## config.mk

```make
export PLATFORM = sky130hd
export DESIGN_NAME = videoTxUnit
export DESIGN_NICKNAME = d
export VERILOG_FILES = /design/src/source/videoPkg.sv /design/src/source/pixelGen.sv /design/src/source/pixelFifo.sv /design/src/source/syncGen.sv /design/src/source/tftOut.sv /design/src/source/videoTxUnit.sv
export SDC_FILE = /design/constraint.sdc
export NUM_CORES = 1
export LEC_CHECK = 0
export BUFFER_PORTS_ARGS = -buffer_cell sky130_fd_sc_hd__buf_2
export CORE_MARGIN = 2
export CORE_UTILIZATION = 25
export CTS_CLUSTER_DIAMETER = 100
export CTS_CLUSTER_SIZE = 10
export DETAILED_ROUTE_END_ITERATION = 10
export PLACE_DENSITY = 0.48
export SLEW_MARGIN = 20
export SYNTH_ARGS = -nofsm -noshare
export SYNTH_HDL_FRONTEND = slang
export SYNTH_SLANG_ARGS = --single-unit
```

## constraint.sdc

```tcl
create_clock -name iVideoClk -period 7.6 [get_ports iVideoClk]
set_clock_uncertainty 0.1 [all_clocks]
set_input_delay 1.9 -clock iVideoClk [delete_from_list [all_inputs] [get_ports iVideoClk]]
set_output_delay 1.9 -clock iVideoClk [all_outputs]
set_load 0.05 [all_outputs]
```

## src/source/videoPkg.sv

```systemverilog
/*
 Shared types for the video transmit path. Timing fields are raw counter
 values; the configuration must be static while rstN is high.
*/
`default_nettype none

package videoPkg;

	// Counter widths for the raster position
	localparam int hWidth = 11;
	localparam int vWidth = 11;

	// RGB444 pixel, red in the top nibble
	typedef struct packed {
		logic [3:0] red;
		logic [3:0] green;
		logic [3:0] blue;
	} rgbPixel;

	// Display timing register set
	typedef struct packed {
		logic [hWidth-1:0] hDisplay;
		logic [hWidth-1:0] hSyncStart;
		logic [hWidth-1:0] hSyncEnd;
		logic [hWidth-1:0] hMax;
		logic [vWidth-1:0] vDisplay;
		logic [vWidth-1:0] vSyncStart;
		logic [vWidth-1:0] vSyncEnd;
		logic [vWidth-1:0] vMax;
	} videoTiming;

	// TFT pin bundle
	typedef struct packed {
		logic [3:0] colorR;
		logic [3:0] colorG;
		logic [3:0] colorB;
		logic       hSync;
		logic       vSync;
		logic       de;
		logic       backLight;
	} tftPins;

endpackage

`default_nettype wire

```

## src/source/pixelGen.sv

```systemverilog
/*
 Tile test pattern over the active area, one pixel per cycle while the FIFO
 is not full. mapXSize and mapYSize must be at least 1.
*/
`timescale 1ns/1ns
`default_nettype none

module pixelGen
	import videoPkg::*;
#(
	parameter int pHWidth = hWidth,
	parameter int pVWidth = vWidth
)(
	input  wire logic       iVideoClk,
	input  wire logic       rstN,
	input  wire videoTiming timing,
	input  wire logic [7:0] mapXSize,
	input  wire logic [7:0] mapYSize,
	input  wire logic       full,
	output rgbPixel         pixel,
	output logic            pixelWe
);

	// Raster position and tile tracking
	logic [pHWidth-1:0] x;
	logic [pVWidth-1:0] y;
	logic [7:0]         xInTile;
	logic [7:0]         yInTile;
	logic [pHWidth-1:0] tileCol;
	logic [pVWidth-1:0] tileRow;
	logic               run;

	// Last positions of line, frame and tile
	logic [pHWidth-1:0] lastX;
	logic [pVWidth-1:0] lastY;

	assign lastX = pHWidth'(timing.hDisplay - 1'b1);
	assign lastY = pVWidth'(timing.vDisplay - 1'b1);

	// Writes start one cycle after reset release
	assign pixelWe = run && !full;

	// Colour from tile indices and position
	assign pixel.red   = tileCol[3:0];
	assign pixel.green = tileRow[3:0];
	assign pixel.blue  = x[3:0] ^ y[3:0];

	always_ff @(posedge iVideoClk or negedge rstN)
	begin
		if (!rstN)
		begin
			run     <= 1'b0;
			x       <= '0;
			y       <= '0;
			xInTile <= '0;
			yInTile <= '0;
			tileCol <= '0;
			tileRow <= '0;
		end
		else
		begin
			run <= 1'b1;
			// Position held while the FIFO is full
			if (pixelWe)
			begin
				if (x == lastX)
				begin
					x       <= '0;
					xInTile <= '0;
					tileCol <= '0;
					if (y == lastY)
					begin
						y       <= '0;
						yInTile <= '0;
						tileRow <= '0;
					end
					else
					begin
						y <= y + 1'b1;
						if (yInTile == mapYSize - 8'd1)
						begin
							yInTile <= '0;
							tileRow <= tileRow + 1'b1;
						end
						else
							yInTile <= yInTile + 8'd1;
					end
				end
				else
				begin
					x <= x + 1'b1;
					if (xInTile == mapXSize - 8'd1)
					begin
						xInTile <= '0;
						tileCol <= tileCol + 1'b1;
					end
					else
						xInTile <= xInTile + 8'd1;
				end
			end
		end
	end

endmodule

`default_nettype wire

```

## src/source/pixelFifo.sv

```systemverilog
/*
 Synchronous pixel FIFO, depth a power of two. Read data appears one cycle
 after re; an empty read returns zero and latches underflow until reset.
*/
`timescale 1ns/1ns
`default_nettype none

module pixelFifo
	import videoPkg::*;
#(
	parameter int pFifoDepth = 32
)(
	input  wire logic    iVideoClk,
	input  wire logic    rstN,
	input  wire rgbPixel wrPixel,
	input  wire logic    we,
	input  wire logic    re,
	output rgbPixel      rdPixel,
	output logic         full,
	output logic         underflow
);

	localparam int lpAdrsWidth = $clog2(pFifoDepth);

	rgbPixel                mem [pFifoDepth];
	logic [lpAdrsWidth-1:0] wrPtr;
	logic [lpAdrsWidth-1:0] rdPtr;
	logic [lpAdrsWidth:0]   count;
	logic                   empty;
	logic                   wrOk;
	logic                   rdOk;

	assign full  = count == (lpAdrsWidth+1)'(pFifoDepth);
	assign empty = count == '0;
	// Write while full is dropped
	assign wrOk  = we && !full;
	assign rdOk  = re && !empty;

	//------------------------------------------------------------
	// Pointers, occupancy, sticky underflow
	//------------------------------------------------------------
	always_ff @(posedge iVideoClk or negedge rstN)
	begin
		if (!rstN)
		begin
			wrPtr     <= '0;
			rdPtr     <= '0;
			count     <= '0;
			underflow <= 1'b0;
		end
		else
		begin
			// Pointers wrap on their own, depth is 2**n
			if (wrOk)
				wrPtr <= wrPtr + 1'b1;
			if (rdOk)
				rdPtr <= rdPtr + 1'b1;
			case ({wrOk, rdOk})
				2'b10:   count <= count + 1'b1;
				2'b01:   count <= count - 1'b1;
				default: count <= count;
			endcase
			if (re && empty)
				underflow <= 1'b1;
		end
	end

	// Storage and registered read port
	always_ff @(posedge iVideoClk)
	begin
		if (wrOk)
			mem[wrPtr] <= wrPixel;
		if (re)
			rdPixel <= empty ? '0 : mem[rdPtr];
	end

	// Producer honours full
	assert property (@(posedge iVideoClk) disable iff (!rstN) !(we && full))
		else $error("pixelFifo: write while full");

	// Display timing leaves enough blanking to prefill
	assert property (@(posedge iVideoClk) disable iff (!rstN) !(re && empty))
		else $error("pixelFifo: read while empty");

endmodule

`default_nettype wire

```

## src/source/syncGen.sv

```systemverilog
/*
 Raster counters and registered sync outputs, one cycle behind the counters.
 Starts on line vDisplay so the FIFO fills during the first blanking.
*/
`timescale 1ns/1ns
`default_nettype none

module syncGen
	import videoPkg::*;
#(
	parameter int pHWidth = hWidth,
	parameter int pVWidth = vWidth
)(
	input  wire logic       iVideoClk,
	input  wire logic       rstN,
	input  wire videoTiming timing,
	output logic            hSync,
	output logic            vSync,
	output logic            de,
	output logic            fe
);

	logic [pHWidth-1:0] hCnt;
	logic [pVWidth-1:0] vCnt;
	logic [pVWidth-1:0] vNow;
	logic               firstCycle;
	logic               hEnd;
	logic               vEnd;

	// Timing fields at counter width
	logic [pHWidth-1:0] hDisp;
	logic [pHWidth-1:0] hSs;
	logic [pHWidth-1:0] hSe;
	logic [pHWidth-1:0] hLast;
	logic [pVWidth-1:0] vDisp;
	logic [pVWidth-1:0] vSs;
	logic [pVWidth-1:0] vSe;
	logic [pVWidth-1:0] vLast;

	assign hDisp = pHWidth'(timing.hDisplay);
	assign hSs   = pHWidth'(timing.hSyncStart);
	assign hSe   = pHWidth'(timing.hSyncEnd);
	assign hLast = pHWidth'(timing.hMax);
	assign vDisp = pVWidth'(timing.vDisplay);
	assign vSs   = pVWidth'(timing.vSyncStart);
	assign vSe   = pVWidth'(timing.vSyncEnd);
	assign vLast = pVWidth'(timing.vMax);

	// First cycle after reset sits on the first blanking line
	assign vNow = firstCycle ? vDisp : vCnt;
	assign hEnd = hCnt == hLast;
	assign vEnd = vNow == vLast;

	//------------------------------------------------------------
	// Horizontal and vertical counters
	//------------------------------------------------------------
	always_ff @(posedge iVideoClk or negedge rstN)
	begin
		if (!rstN)
		begin
			hCnt       <= '0;
			vCnt       <= '0;
			firstCycle <= 1'b1;
		end
		else
		begin
			firstCycle <= 1'b0;
			if (hEnd)
			begin
				hCnt <= '0;
				vCnt <= vEnd ? '0 : vNow + 1'b1;
			end
			else
			begin
				hCnt <= hCnt + 1'b1;
				vCnt <= vNow;
			end
		end
	end

	//------------------------------------------------------------
	// Registered sync, active high
	//------------------------------------------------------------
	always_ff @(posedge iVideoClk or negedge rstN)
	begin
		if (!rstN)
		begin
			hSync <= 1'b0;
			vSync <= 1'b0;
			de    <= 1'b0;
			fe    <= 1'b0;
		end
		else
		begin
			hSync <= (hCnt >= hSs) && (hCnt < hSe);
			vSync <= (vNow >= vSs) && (vNow < vSe);
			de    <= (hCnt < hDisp) && (vNow < vDisp);
			// Frame end at the last counter state
			fe    <= hEnd && vEnd;
		end
	end

	// Line sync lies in the blanking
	assert property (@(posedge iVideoClk) disable iff (!rstN) !(de && hSync))
		else $error("syncGen: de overlaps hSync");

endmodule

`default_nettype wire

```

## src/source/tftOut.sv

```systemverilog
/*
 TFT output stage. Sync is delayed one cycle to line up with the FIFO read;
 colour is forced to zero outside active video.
*/
`timescale 1ns/1ns
`default_nettype none

module tftOut
	import videoPkg::*;
(
	input  wire logic       iVideoClk,
	input  wire logic       rstN,
	input  wire rgbPixel    rdPixel,
	input  wire logic       hSync,
	input  wire logic       vSync,
	input  wire logic       de,
	input  wire logic [7:0] blDuty,
	output tftPins          pins
);

	// Alignment stage for the FIFO read latency
	logic hSyncD;
	logic vSyncD;
	logic deD;

	// Backlight PWM
	logic [7:0] pwmCnt;
	logic       blOn;

	always_ff @(posedge iVideoClk or negedge rstN)
	begin
		if (!rstN)
		begin
			hSyncD <= 1'b0;
			vSyncD <= 1'b0;
			deD    <= 1'b0;
		end
		else
		begin
			hSyncD <= hSync;
			vSyncD <= vSync;
			deD    <= de;
		end
	end

	//------------------------------------------------------------
	// 256-cycle PWM, high for blDuty counts
	//------------------------------------------------------------
	always_ff @(posedge iVideoClk or negedge rstN)
	begin
		if (!rstN)
		begin
			pwmCnt <= '0;
			blOn   <= 1'b0;
		end
		else
		begin
			pwmCnt <= pwmCnt + 8'd1;
			blOn   <= pwmCnt < blDuty;
		end
	end

	// rdPixel is already the FIFO output register, same stage as deD
	always_comb
	begin
		pins.colorR    = deD ? rdPixel.red : 4'd0;
		pins.colorG    = deD ? rdPixel.green : 4'd0;
		pins.colorB    = deD ? rdPixel.blue : 4'd0;
		pins.hSync     = hSyncD;
		pins.vSync     = vSyncD;
		pins.de        = deD;
		pins.backLight = blOn;
	end

endmodule

`default_nettype wire

```

## src/source/videoTxUnit.sv

```systemverilog
/*
 Video transmit path, single clock. Configuration inputs must stay static
 while rstN is high; blanking must be long enough to prefill the FIFO.
*/
`timescale 1ns/1ns
`default_nettype none

module videoTxUnit
	import videoPkg::*;
#(
	parameter int pFifoDepth = 32,
	parameter int pHWidth    = hWidth,
	parameter int pVWidth    = vWidth
)(
	input  wire logic       iVideoClk,
	input  wire logic       rstN,
	input  wire videoTiming timing,
	input  wire logic [7:0] mapXSize,
	input  wire logic [7:0] mapYSize,
	input  wire logic [7:0] blDuty,
	output tftPins          pins,
	output logic            fe,
	output logic            underflow
);

	// Producer to FIFO
	rgbPixel pixel;
	logic    pixelWe;
	logic    full;

	// FIFO and sync to output stage
	rgbPixel rdPixel;
	logic    hSync;
	logic    vSync;
	logic    de;

	pixelGen #(
		.pHWidth   (pHWidth),
		.pVWidth   (pVWidth)
	) uPixelGen (
		.iVideoClk (iVideoClk),
		.rstN      (rstN),
		.timing    (timing),
		.mapXSize  (mapXSize),
		.mapYSize  (mapYSize),
		.full      (full),
		.pixel     (pixel),
		.pixelWe   (pixelWe)
	);

	// de pops one pixel per active cycle
	pixelFifo #(
		.pFifoDepth (pFifoDepth)
	) uPixelFifo (
		.iVideoClk  (iVideoClk),
		.rstN       (rstN),
		.wrPixel    (pixel),
		.we         (pixelWe),
		.re         (de),
		.rdPixel    (rdPixel),
		.full       (full),
		.underflow  (underflow)
	);

	syncGen #(
		.pHWidth   (pHWidth),
		.pVWidth   (pVWidth)
	) uSyncGen (
		.iVideoClk (iVideoClk),
		.rstN      (rstN),
		.timing    (timing),
		.hSync     (hSync),
		.vSync     (vSync),
		.de        (de),
		.fe        (fe)
	);

	tftOut uTftOut (
		.iVideoClk (iVideoClk),
		.rstN      (rstN),
		.rdPixel   (rdPixel),
		.hSync     (hSync),
		.vSync     (vSync),
		.de        (de),
		.blDuty    (blDuty),
		.pins      (pins)
	);

endmodule

`default_nettype wire

```

**Yosys cells after proc, flatten, opt, wreduce, memory -nomap -nowiden**

Memories as Yosys holds them, arrays and structs flattened. A register that Yosys moved wholly into a read port is not among the register bits.
Cells that the tools add are included.

- Register bits after elaboration: 117
- Bits in writable memories: 384
- Input port bits: 114
- Output and inout port bits: 18
- Memories: 1

Memories:

| memory | depth | width | read ports | clocked after memory_dff | wr ports | RTL line | RTL |
|---|---|---|---|---|---|---|---|
| uPixelFifo.mem | 32 | 12 | 1 | 1 | 1 | pixelFifo.sv:25 | `rgbPixel mem [pFifoDepth];` |

- $add $sub $neg: 17
- Order comparisons: 7
- Equal/unequal tests: 9
- Multiplexer cells: 20
- Bitwise gates (word level): 1
- Reduce and logical (&&, ||, !) cells: 17

Operator list:

| kind | count |
|---|---|
| $mux 11 | 10 |
| $add 11x1->11 const B | 6 |
| $eq 11x11->1 | 4 |
| $lt 11x11->1 | 4 |
| $mux 8 | 4 |
| $add 8x1->8 const B | 3 |
| $ge 11x11->1 | 2 |
| $sub 11x1->11 const B | 2 |
| $eq 8x8->1 | 2 |
| $sub 8x1->8 const B | 2 |
| $mux 4 | 3 |
| $pmux 6 s2 | 1 |
| $add 5x1->5 const B | 2 |
| $logic_and 1x1->1 | 8 |
| $lt 8x8->1 | 1 |
| $add 6x1->6 const B | 1 |
| $eq 6x6->1 const B | 1 |
| $logic_not 6->1 | 1 |
| $reduce_bool 2->1 | 3 |
| $sub 6x1->6 const B | 1 |
| $reduce_and 2->1 | 2 |
| $xor 4x4->4 | 1 |
| $reduce_and 3->1 | 1 |
| $eq 2x1->1 const B | 1 |
| 3 further kinds | 5 |

**Logic depth before layout (Yosys ltp)**

Gate-level depths: netlist of the first run.

- Depth in word-level cells: 6
- Mapped depth: 17
- Mapped depth without buffers: 14

**By module**

From an unflattened synthesis of the first run, not the netlist that was laid out.

- Cell total of the unflattened synthesis: 1656
- Area, all modules: 23786.6 µm²

Modules (own cells, without submodules):

| module | instances | cells an instance | area each (µm²) | seq. area each (µm²) |
|---|---|---|---|---|
| pixelFifo | 1 | 780 | 16190.5 | 12316.8 |
| pixelGen | 1 | 438 | 3776.1 | 1176.1 |
| syncGen | 1 | 369 | 3128.0 | 676.9 |
| tftOut | 1 | 69 | 691.9 | 300.3 |

**Least setup slack after synthesis of the first run**

Ideal clock, no wire load.

- Path kind: input-to-reg
- Start: input timing[34] (netlist bit)
- End: register uPixelGen.tileRow[3]
- Data arrival time: 4.346 ns
- Required time: 7.352 ns
- Slack: 3.007 ns
- Stages on the path: 12
- Buffers on the path: 2
- Path through: clkbuf_1 > inv_1 > ha_1 > nor3_1 > nand2_1 > mux2_2 > a221o_1 > a2111oi_4 > buf_4 > a41oi_1 > o21ai_0 > o31ai_1

- Longest elaborated chain between the ends: 4
- Elaborated cells on any way between the ends: 5
- Those cells by class: add/sub (1); eq/ne (1); mux (1); reduce/logical (2)

Ends and longest elaborated chain:

| item | RTL line | RTL |
|---|---|---|
| start, declared | videoTxUnit.sv:17 | `input wire videoTiming timing,` |
| $sub 11x1->11 (*) | pixelGen.sv:38 | `assign lastY = pVWidth'(timing.vDisplay - 1'b1);` |
| $eq 11x11->1 (*) | pixelGen.sv:71 | `if (y == lastY)` |
| $reduce_bool 2->1 (no source line) | -- |  |
| $reduce_and 3->1 (no source line) | -- |  |
| end signal, assigned | pixelGen.sv:83 | `tileRow <= tileRow + 1'b1;` |
| end, declared | pixelGen.sv:30 | `logic [pVWidth-1:0] tileRow;` |

Mark *: on every way between the ends. The rest lies on a longest branch, timed or not.
A chain may end at the register's enable or synchronous reset.

**Final worst setup path of the first run**

- Start: input timing[33] (netlist bit)
- End: register uPixelGen.tileRow[0]

The elaborated chain is that of the path after synthesis.

==> results of run 1 <==
[synth_stat cells (7+ instances only)]
master / number
a211oi_1: 8
a21o_1: 15
a21oi_1: 32
and2_1: 16
and3_1: 19
buf_1: 11
clkbuf_1: 50
dfrtp_1: 102
edfxtp_1: 396
ha_1: 92
inv_1: 96
mux2_2: 7
mux2i_1: 20
mux4_2: 120
nand2_1: 55
nand2b_1: 22
nand3_1: 38
nand3b_1: 7
nand4_1: 22
nor2_1: 108
nor2b_1: 13
nor3_1: 26
nor4_1: 7
o21ai_0: 78
o31ai_1: 11
or3_1: 9
xnor2_1: 57
xor2_1: 53
[cells by family (layout without fill, tap and decap cells)]
family,after synthesis,in the layout,synth area share (%)
buf+inv,169,372,2.831
flops,499,499,61.89
xor+xnor,110,110,4.121
compound gates,194,194,5.282
other cells,2,5,0.03212
fa+ha+maj,93,93,5.009
simple gates,368,368,8.086
mux,147,147,12.75
[worst min-delay path by stage]
stage / slack, ns / endpoint / cells past startpoint
finish: 0.25 / uTftOut.hSyncD / 0
global route: 0.27 / uTftOut.hSyncD / 0
CTS: 0.26 / uTftOut.hSyncD / 0
detailed placement: 0.25 / uTftOut.hSyncD / 0
global placement: 0.24 / uTftOut.hSyncD / 0
floorplan: 0.23 / uTftOut.hSyncD / 0
[stage by stage]
stage                     utilization (%)  setup WS, ns  hold WS (ns)  total power, mW
after floorplan                         -         3.007        0.2312            5.306
after global placement              27.60         2.362        0.2379            6.113
after detailed placement            27.62         2.345        0.2455            6.181
after CTS                           29.37         2.968        0.2589            8.695
after global routing                29.38         2.734        0.2695            9.002
final                               29.39         2.966        0.2521            8.531
[report_power, final]
part           leakage [nW]  switching [mW]  internal (mW)
clock                 0.773            1.08           1.40
combinational          4.21            1.25           1.06
sequential             4.86           0.394           3.35
total                  9.85            2.72           5.81
[state kept, by name, indices dropped and copies added, names as in the netlist, 4 cells and up]
| signal | count |
|---|---|
| uPixelFifo.mem | 384 |
| uPixelFifo.rdPixel | 12 |
| uPixelGen.x | 11 |
| uPixelGen.y | 11 |
| uSyncGen.hCnt | 11 |
| uSyncGen.vCnt | 11 |
| uPixelGen.xInTile | 8 |
| uPixelGen.yInTile | 8 |
| uTftOut.pwmCnt | 8 |
| uPixelFifo.count | 6 |
| uPixelFifo.rdPtr | 5 |
| uPixelFifo.wrPtr | 5 |
| uPixelGen.tileCol | 4 |
| uPixelGen.tileRow | 4 |
[final cells by class]
| class | instances | area (um^2) | share of cell area, % |
|---|---|---|---|
| Sequential cell | 499 | 14490 | 52.97 |
| Multi-Input combinational cell | 914 | 8309 | 30.39 |
| Clock buffer | 98 | 1579 | 5.775 |
| Tap cell | 1254 | 1569 | 5.738 |
| Timing Repair Buffer | 174 | 980.9 | 3.587 |
| Inverter | 96 | 360.3 | 1.318 |
| Clock inverter | 4 | 52.55 | 0.1922 |
| Antenna cell | 3 | 7.507 | 0.02745 |
[metal layers]
metal	up-vias	track usage, %	routed length, um
met4	10	2.696	938
li1	6330	-	-
met3	81	2.370	3016
met5	-	0	64
met1	6991	16.21	25840
met2	306	19.88	27510
==> impl_metrics.py, run 1 <==
metrics = {
    "outcome": {
        "status": "complete, no violations",
    },
    "worst_setup_path": {
        "rr_startpoint": "uPixelFifo.count[1]",
        "start_kind": "input pin",
        "cp_max_fo": 18,
        "endpoint": "uPixelGen.tileRow[0]",
        "ff2ff_setup_slack_ns": 3.60,
        "path_cells": "buf_2 -> inv_1 -> ha_1 -> nor3_1 -> nand2_1 -> mux2_2 -> a221o_1 -> a2111oi_4 -> or2_2 -> nand2b_1 -> o21ai_0",
        "crit_buf_inv": 2,
        "startpoint": "timing[33]",
        "timing.rr.end": "uPixelFifo.count[5]",
        "worstSetupPathDepth": 11,
        "max_stage_delay_ns": 0.85,
        "critPathRequiredTime_ns": 7.95,
        "critical_path_class": "in2reg",
        "path_delay_family": "compound AO/OA/AOI/OAI gates",
        "rr_worst_depth": 15,
        "crit_slowest_cell": "a2111oi_4",
        "critical_path_arrival_ns": 4.99,
        "cp-end-kind": "register",
    },
    "timing": {
        "slew_viol_final": 0,
        "rsz0062_at_grt": "no",
        "max-slew-margin-rel_pct": 31.35,
        "hold_viol_final": 0,
        "finalSetupViolations": 0,
        "post-route-period-util_pct": 60.98,
        "fin_tns_setup_ns": 0,
        "period_needed_ns": 4.634,
        "tightest_slew_ns": 1.030,
        "timing.fmax_ghz": 0.2158,
    },
    "global_routing": {
        "gr-total-overflow": 0,
        "grt_use_total_pct": 11.99,
        "grt_max_degree": 63,
        "grt_pass1_vias": 14160,
        "antenna_found_initial": 8,
        "grt_pass1_wl_mm": 87.22,
    },
    "synth": {
        "synth_fp_nets": 1789,
        "yosysSeqAreaShare_pct": 61.89,
        "yosys_warnings": 0,
        "synthArstFlopShare_pct": 20.64,
        "synth_top_area_cell": "edfxtp_1",
        "ys_types": 71,
        "ys_ff_latch": 499,
        "synthFlopType": "edfxtp_1",
        "synth_edf_count": 396,
        "synthCells": 1582,
        "syn_area_mm2": 0.02338,
        "synth_area_leaders": "edfxtp_1, mux4_2, dfrtp_1",
        "netlist.area_leader.share_pct": 50.86,
        "syn_area_per_cell_um2": 14.78,
    },
    "floorplanning": {
        "die_x_um": 309.8,
        "row_count": 112,
        "start_util_pct": 25.13,
        "die_h_um": 309.8,
        "ios": 132,
        "core_mm2": 0.09305,
        "dieArea_mm2": 0.09599,
    },
    "finish": {
        "final_cell_mix": "edfxtp_1, buf_2, mux4_2, nor2_1, inv_1",
        "n_fill_cell": 9347,
        "final_area_mm2": 0.02734,
        "syn2layout_area_growth_pct": 16.95,
        "final_common_cell": "edfxtp_1",
        "fin_cells": 3042,
        "drive_above_1_share_pct": 22.35,
        "nets": 1948,
    },
    "routing": {
        "vias": 13720,
        "drtPass1Iterations": 5,
        "drt-initial-drc-count": 871,
        "ant_nets": 0,
        "via_per_inst": 4.510,
        "wl_per_cell_um": 18.86,
        "drcViolationCount": 0,
        "routed_wl_mm": 57.38,
    },
    "cts": {
        "clockBufferDepth": 3,
        "h-tree-depth": 2,
        "insertion_delay_ns": 0.62,
        "cts_setup_buffers": 0,
        "cts_tree": "yes",
        "path_clk_slew_ns": 0.06,
        "clkSinkCount": 499,
        "root_buffer": "clkbuf_16",
        "cts_resized": 0,
        "ctsHoldBuffers": 0,
        "cts_buffers": 56,
    },
    "place": {
        "numPortBuffers": 131,
        "dp_hpwl_mm": 38.22,
        "place_area_mm2": 0.02570,
        "place_inst": 2937,
        "gp_congestion": 0.7977,
    },
    "hold_path": {
        "hold_class": "reg2reg",
        "min-delay-start": "uSyncGen.hSync",
    },
    "power": {
        "power_leakage_nw": 9.846,
        "ir_drop_mv": 0.1961,
        "power.density_mw_per_mm2": 312.0,
    },
    "run": {
        "cap_violations": 0,
    },
}
No activity file was read; power rests on OpenSTA's default activity.
==> run 2: changes to the inputs <==
--- a/config.mk
+++ b/config.mk
@@ -5,6 +5,7 @@
 export SDC_FILE = /design/constraint.sdc
 export NUM_CORES = 1
 export LEC_CHECK = 0
+export ABC_AREA = 1
 export BUFFER_PORTS_ARGS = -buffer_cell sky130_fd_sc_hd__buf_2
 export CORE_MARGIN = 2
 export CORE_UTILIZATION = 25
==> constraint.sdc (replaced) <==
create_clock -name iVideoClk -period 4.36 [get_ports iVideoClk]
set_clock_uncertainty 0.1 [all_clocks]
set_input_delay 1.09 -clock iVideoClk [delete_from_list [all_inputs] [get_ports iVideoClk]]
set_output_delay 1.09 -clock iVideoClk [all_outputs]
set_load 0.05 [all_outputs]
==> run 2 against run 1 <==
Sequential share of layout area is 1.9 points lower. Die area up 3.7%. Critical path depth down 3.
==> impl_metrics.py, run 2 <==
metrics = {
    "outcome": {
        "status": "complete, no violations",
    },
    "cts": {
        "path_clk_slew_ns": 0.06,
        "clockBufferDepth": 3,
        "root_buffer": "clkbuf_16",
        "clkSinkCount": 499,
        "cts_tree": "yes",
        "h-tree-depth": 2,
        "cts_buffers": 56,
        "cts_resized": 0,
        "ctsHoldBuffers": 0,
        "insertion_delay_ns": 0.65,
        "cts_setup_buffers": 0,
    },
    "synth": {
        "synth_fp_nets": 2585,
        "netlist.area_leader.share_pct": 49.04,
        "ys_types": 52,
        "synth_top_area_cell": "edfxtp_1",
        "ys_ff_latch": 499,
        "syn_area_mm2": 0.02425,
        "synth_area_leaders": "edfxtp_1, dfrtp_1, nor2_1",
        "yosys-top-cells-count": "edfxtp_1, nor2_1, nand2_1",
        "synthCells": 2378,
        "synthArstFlopShare_pct": 20.64,
        "syn_area_per_cell_um2": 10.20,
        "yosysSeqAreaShare_pct": 59.67,
        "synthFlopType": "edfxtp_1",
        "synth_most_common_cell": "edfxtp_1",
        "yosys_warnings": 0,
        "synth_edf_count": 396,
    },
    "power": {
        "ir_drop_mv": 0.3413,
        "power_leakage_nw": 11.08,
        "power.density_mw_per_mm2": 579.5,
    },
    "floorplanning": {
        "start_util_pct": 25.15,
        "row_count": 114,
        "dieArea_mm2": 0.09950,
        "ios": 132,
        "die_h_um": 315.4,
        "core_mm2": 0.09642,
        "die_x_um": 315.4,
    },
    "place": {
        "numPortBuffers": 131,
        "dp_hpwl_mm": 44.25,
        "gp_congestion": 0.7968,
        "place_area_mm2": 0.02666,
    },
    "timing": {
        "timing.fmax_ghz": 0.3164,
        "fin_tns_setup_ns": 0,
        "tightest_slew_ns": 0.9253,
        "holdWs_ns": 0.2474,
        "slew_viol_final": 0,
        "finalSetupViolations": 0,
        "hold_viol_final": 0,
        "rsz0062_at_grt": "no",
        "max-slew-margin-rel_pct": 38.09,
        "post-route-period-util_pct": 72.48,
        "period_needed_ns": 3.160,
    },
    "worst_setup_path": {
        "cp-end-kind": "register",
        "max_stage_delay_ns": 0.70,
        "crit_slowest_cell": "inv_4",
        "critical_path_arrival_ns": 3.48,
        "critPathRequiredTime_ns": 4.68,
        "cp_max_fo": 98,
        "start_kind": "register",
        "rr_startpoint": "uPixelFifo.rdPtr[0]",
        "endpoint": "uPixelFifo.rdPixel[10]",
        "ff2ff_setup_slack_ns": 1.20,
        "crit_buf_inv": 2,
        "path_delay_family": "buffers and inverters",
        "timing.rr.end": "uPixelFifo.rdPixel[10]",
        "rr_worst_depth": 8,
        "worstSetupPathDepth": 8,
        "path_cells": "inv_4 -> buf_12 -> o21ai_0 -> o22ai_1 -> nor2_1 -> o21ai_0 -> a211oi_1 -> nor2_1",
        "critical_path_class": "reg2reg",
        "startpoint": "uPixelFifo.rdPtr[0]",
    },
    "routing": {
        "vias": 17440,
        "drtPass1Iterations": 5,
        "drt-initial-drc-count": 1217,
        "wl_per_cell_um": 17.51,
        "ant_nets": 0,
        "routed_wl_mm": 67.66,
        "drcViolationCount": 0,
        "via_per_inst": 4.514,
    },
    "finish": {
        "syn2layout_area_growth_pct": 16.79,
        "reg_top3": "uPixelFifo.mem: 384 flops, uPixelFifo.rdPixel: 12 flops",
        "drive_above_1_share_pct": 12.14,
        "nets": 2747,
        "top_register": "uPixelFifo.mem",
        "final_area_mm2": 0.02832,
        "largest_reg_flops": 384,
        "final_common_cell": "edfxtp_1",
        "final_cell_mix": "edfxtp_1, nor2_1, nand2_1, o21ai_0, inv_1",
    },
    "global_routing": {
        "grt_use_total_pct": 13.60,
        "grt_pass1_vias": 17390,
        "grt_max_degree": 99,
        "gr-total-overflow": 0,
        "antenna_found_initial": 16,
        "grt_pass1_wl_mm": 104.5,
    },
    "hold_path": {
        "hold_class": "reg2reg",
        "min-delay-start": "uSyncGen.vSync",
    },
    "run": {
        "cap_violations": 0,
    },
}
## run 2: cell count changes in the layout (fill, tap and decap cells not counted), moves of 16 or more
cell | before | now
nand2_1 | 55 | 332
nor2_1 | 102 | 352
o21ai_0 | 78 | 255
mux4_2 | 120 | 0
inv_1 | 96 | 200
nand3_1 | 38 | 133
o22ai_1 | 1 | 66
o221ai_1 | 0 | 31
a21oi_1 | 32 | 57
buf_4 | 44 | 67
nand2b_1 | 22 | 0
mux2i_1 | 20 | 0
xnor2_1 | 57 | 37
and2_1 | 16 | 0
## run 2: how the worst min path moves through the flow
| stage | endpoint | slack, ns | cells after the start |
|---|---|---|---|
| finish | uTftOut.vSyncD | 0.25 | 0 |
| global route | uTftOut.vSyncD | 0.25 | 0 |
| CTS | uTftOut.vSyncD | 0.25 | 0 |
| detailed placement | uTftOut.vSyncD | 0.25 | 0 |
| global placement | uTftOut.vSyncD | 0.23 | 0 |
| floorplan | uTftOut.hSyncD | 0.23 | 0 |
## run 2: kinds of logic (layout without fill, tap and decap cells)
group                    after synthesis  in the layout  share of synthesized area (%)
AND/OR/NAND/NOR                      912            912                          15.82
XOR/XNOR                             102            102                          3.741
other                                  2              4                        0.03097
flip-flops                           499            499                          59.67
adder cells (fa/ha/maj)               93             93                          4.830
buffers and inverters                307            515                          5.026
AO/OA/AOI/OAI                        463            463                          10.88
## run 2: area by class of cell
type | instances | area, um^2
multi-input combinational | 1572 | 8589
antenna | 2 | 5.005
sequential | 499 | 14480
inverter | 212 | 799.5
tap | 1276 | 1597
clock inverter | 5 | 96.34
fill | 10160 | 68100
clock buffer | 99 | 1563
timing repair buffer | 199 | 1194
## run 2: power by group
part	switching, mW	total (mW)	internal [mW]
sequential	0.592	6.51	5.91
combinational	3.85	5.52	1.67
clock	1.96	4.38	2.43
total	6.40	16.4	10.0
## run 2: routing by layer
metal	global-route usage, %	share of wire [%]	vias to the layer above
li1	-	-	8595
met1	18.27	45	8277
met2	22.41	47	443
met3	2.551	5.7	106
met4	3.727	2.3	22
met5	0	0.19	-
## run 2: per-stage QoR
stage | cells | utilization, % | setup slack, ns | total power [mW]
final | 3864 | 29.37 | 1.200 | 16.41
after global routing | 3863 | 29.37 | 1.014 | 17.49
after CTS | 3862 | 29.37 | 1.214 | 16.61
after detailed placement | 3758 | 27.64 | 0.9042 | 12.19
after global placement | 3758 | 27.64 | 0.8892 | 12.18
after floorplan | 2378 | - | 1.667 | 10.03
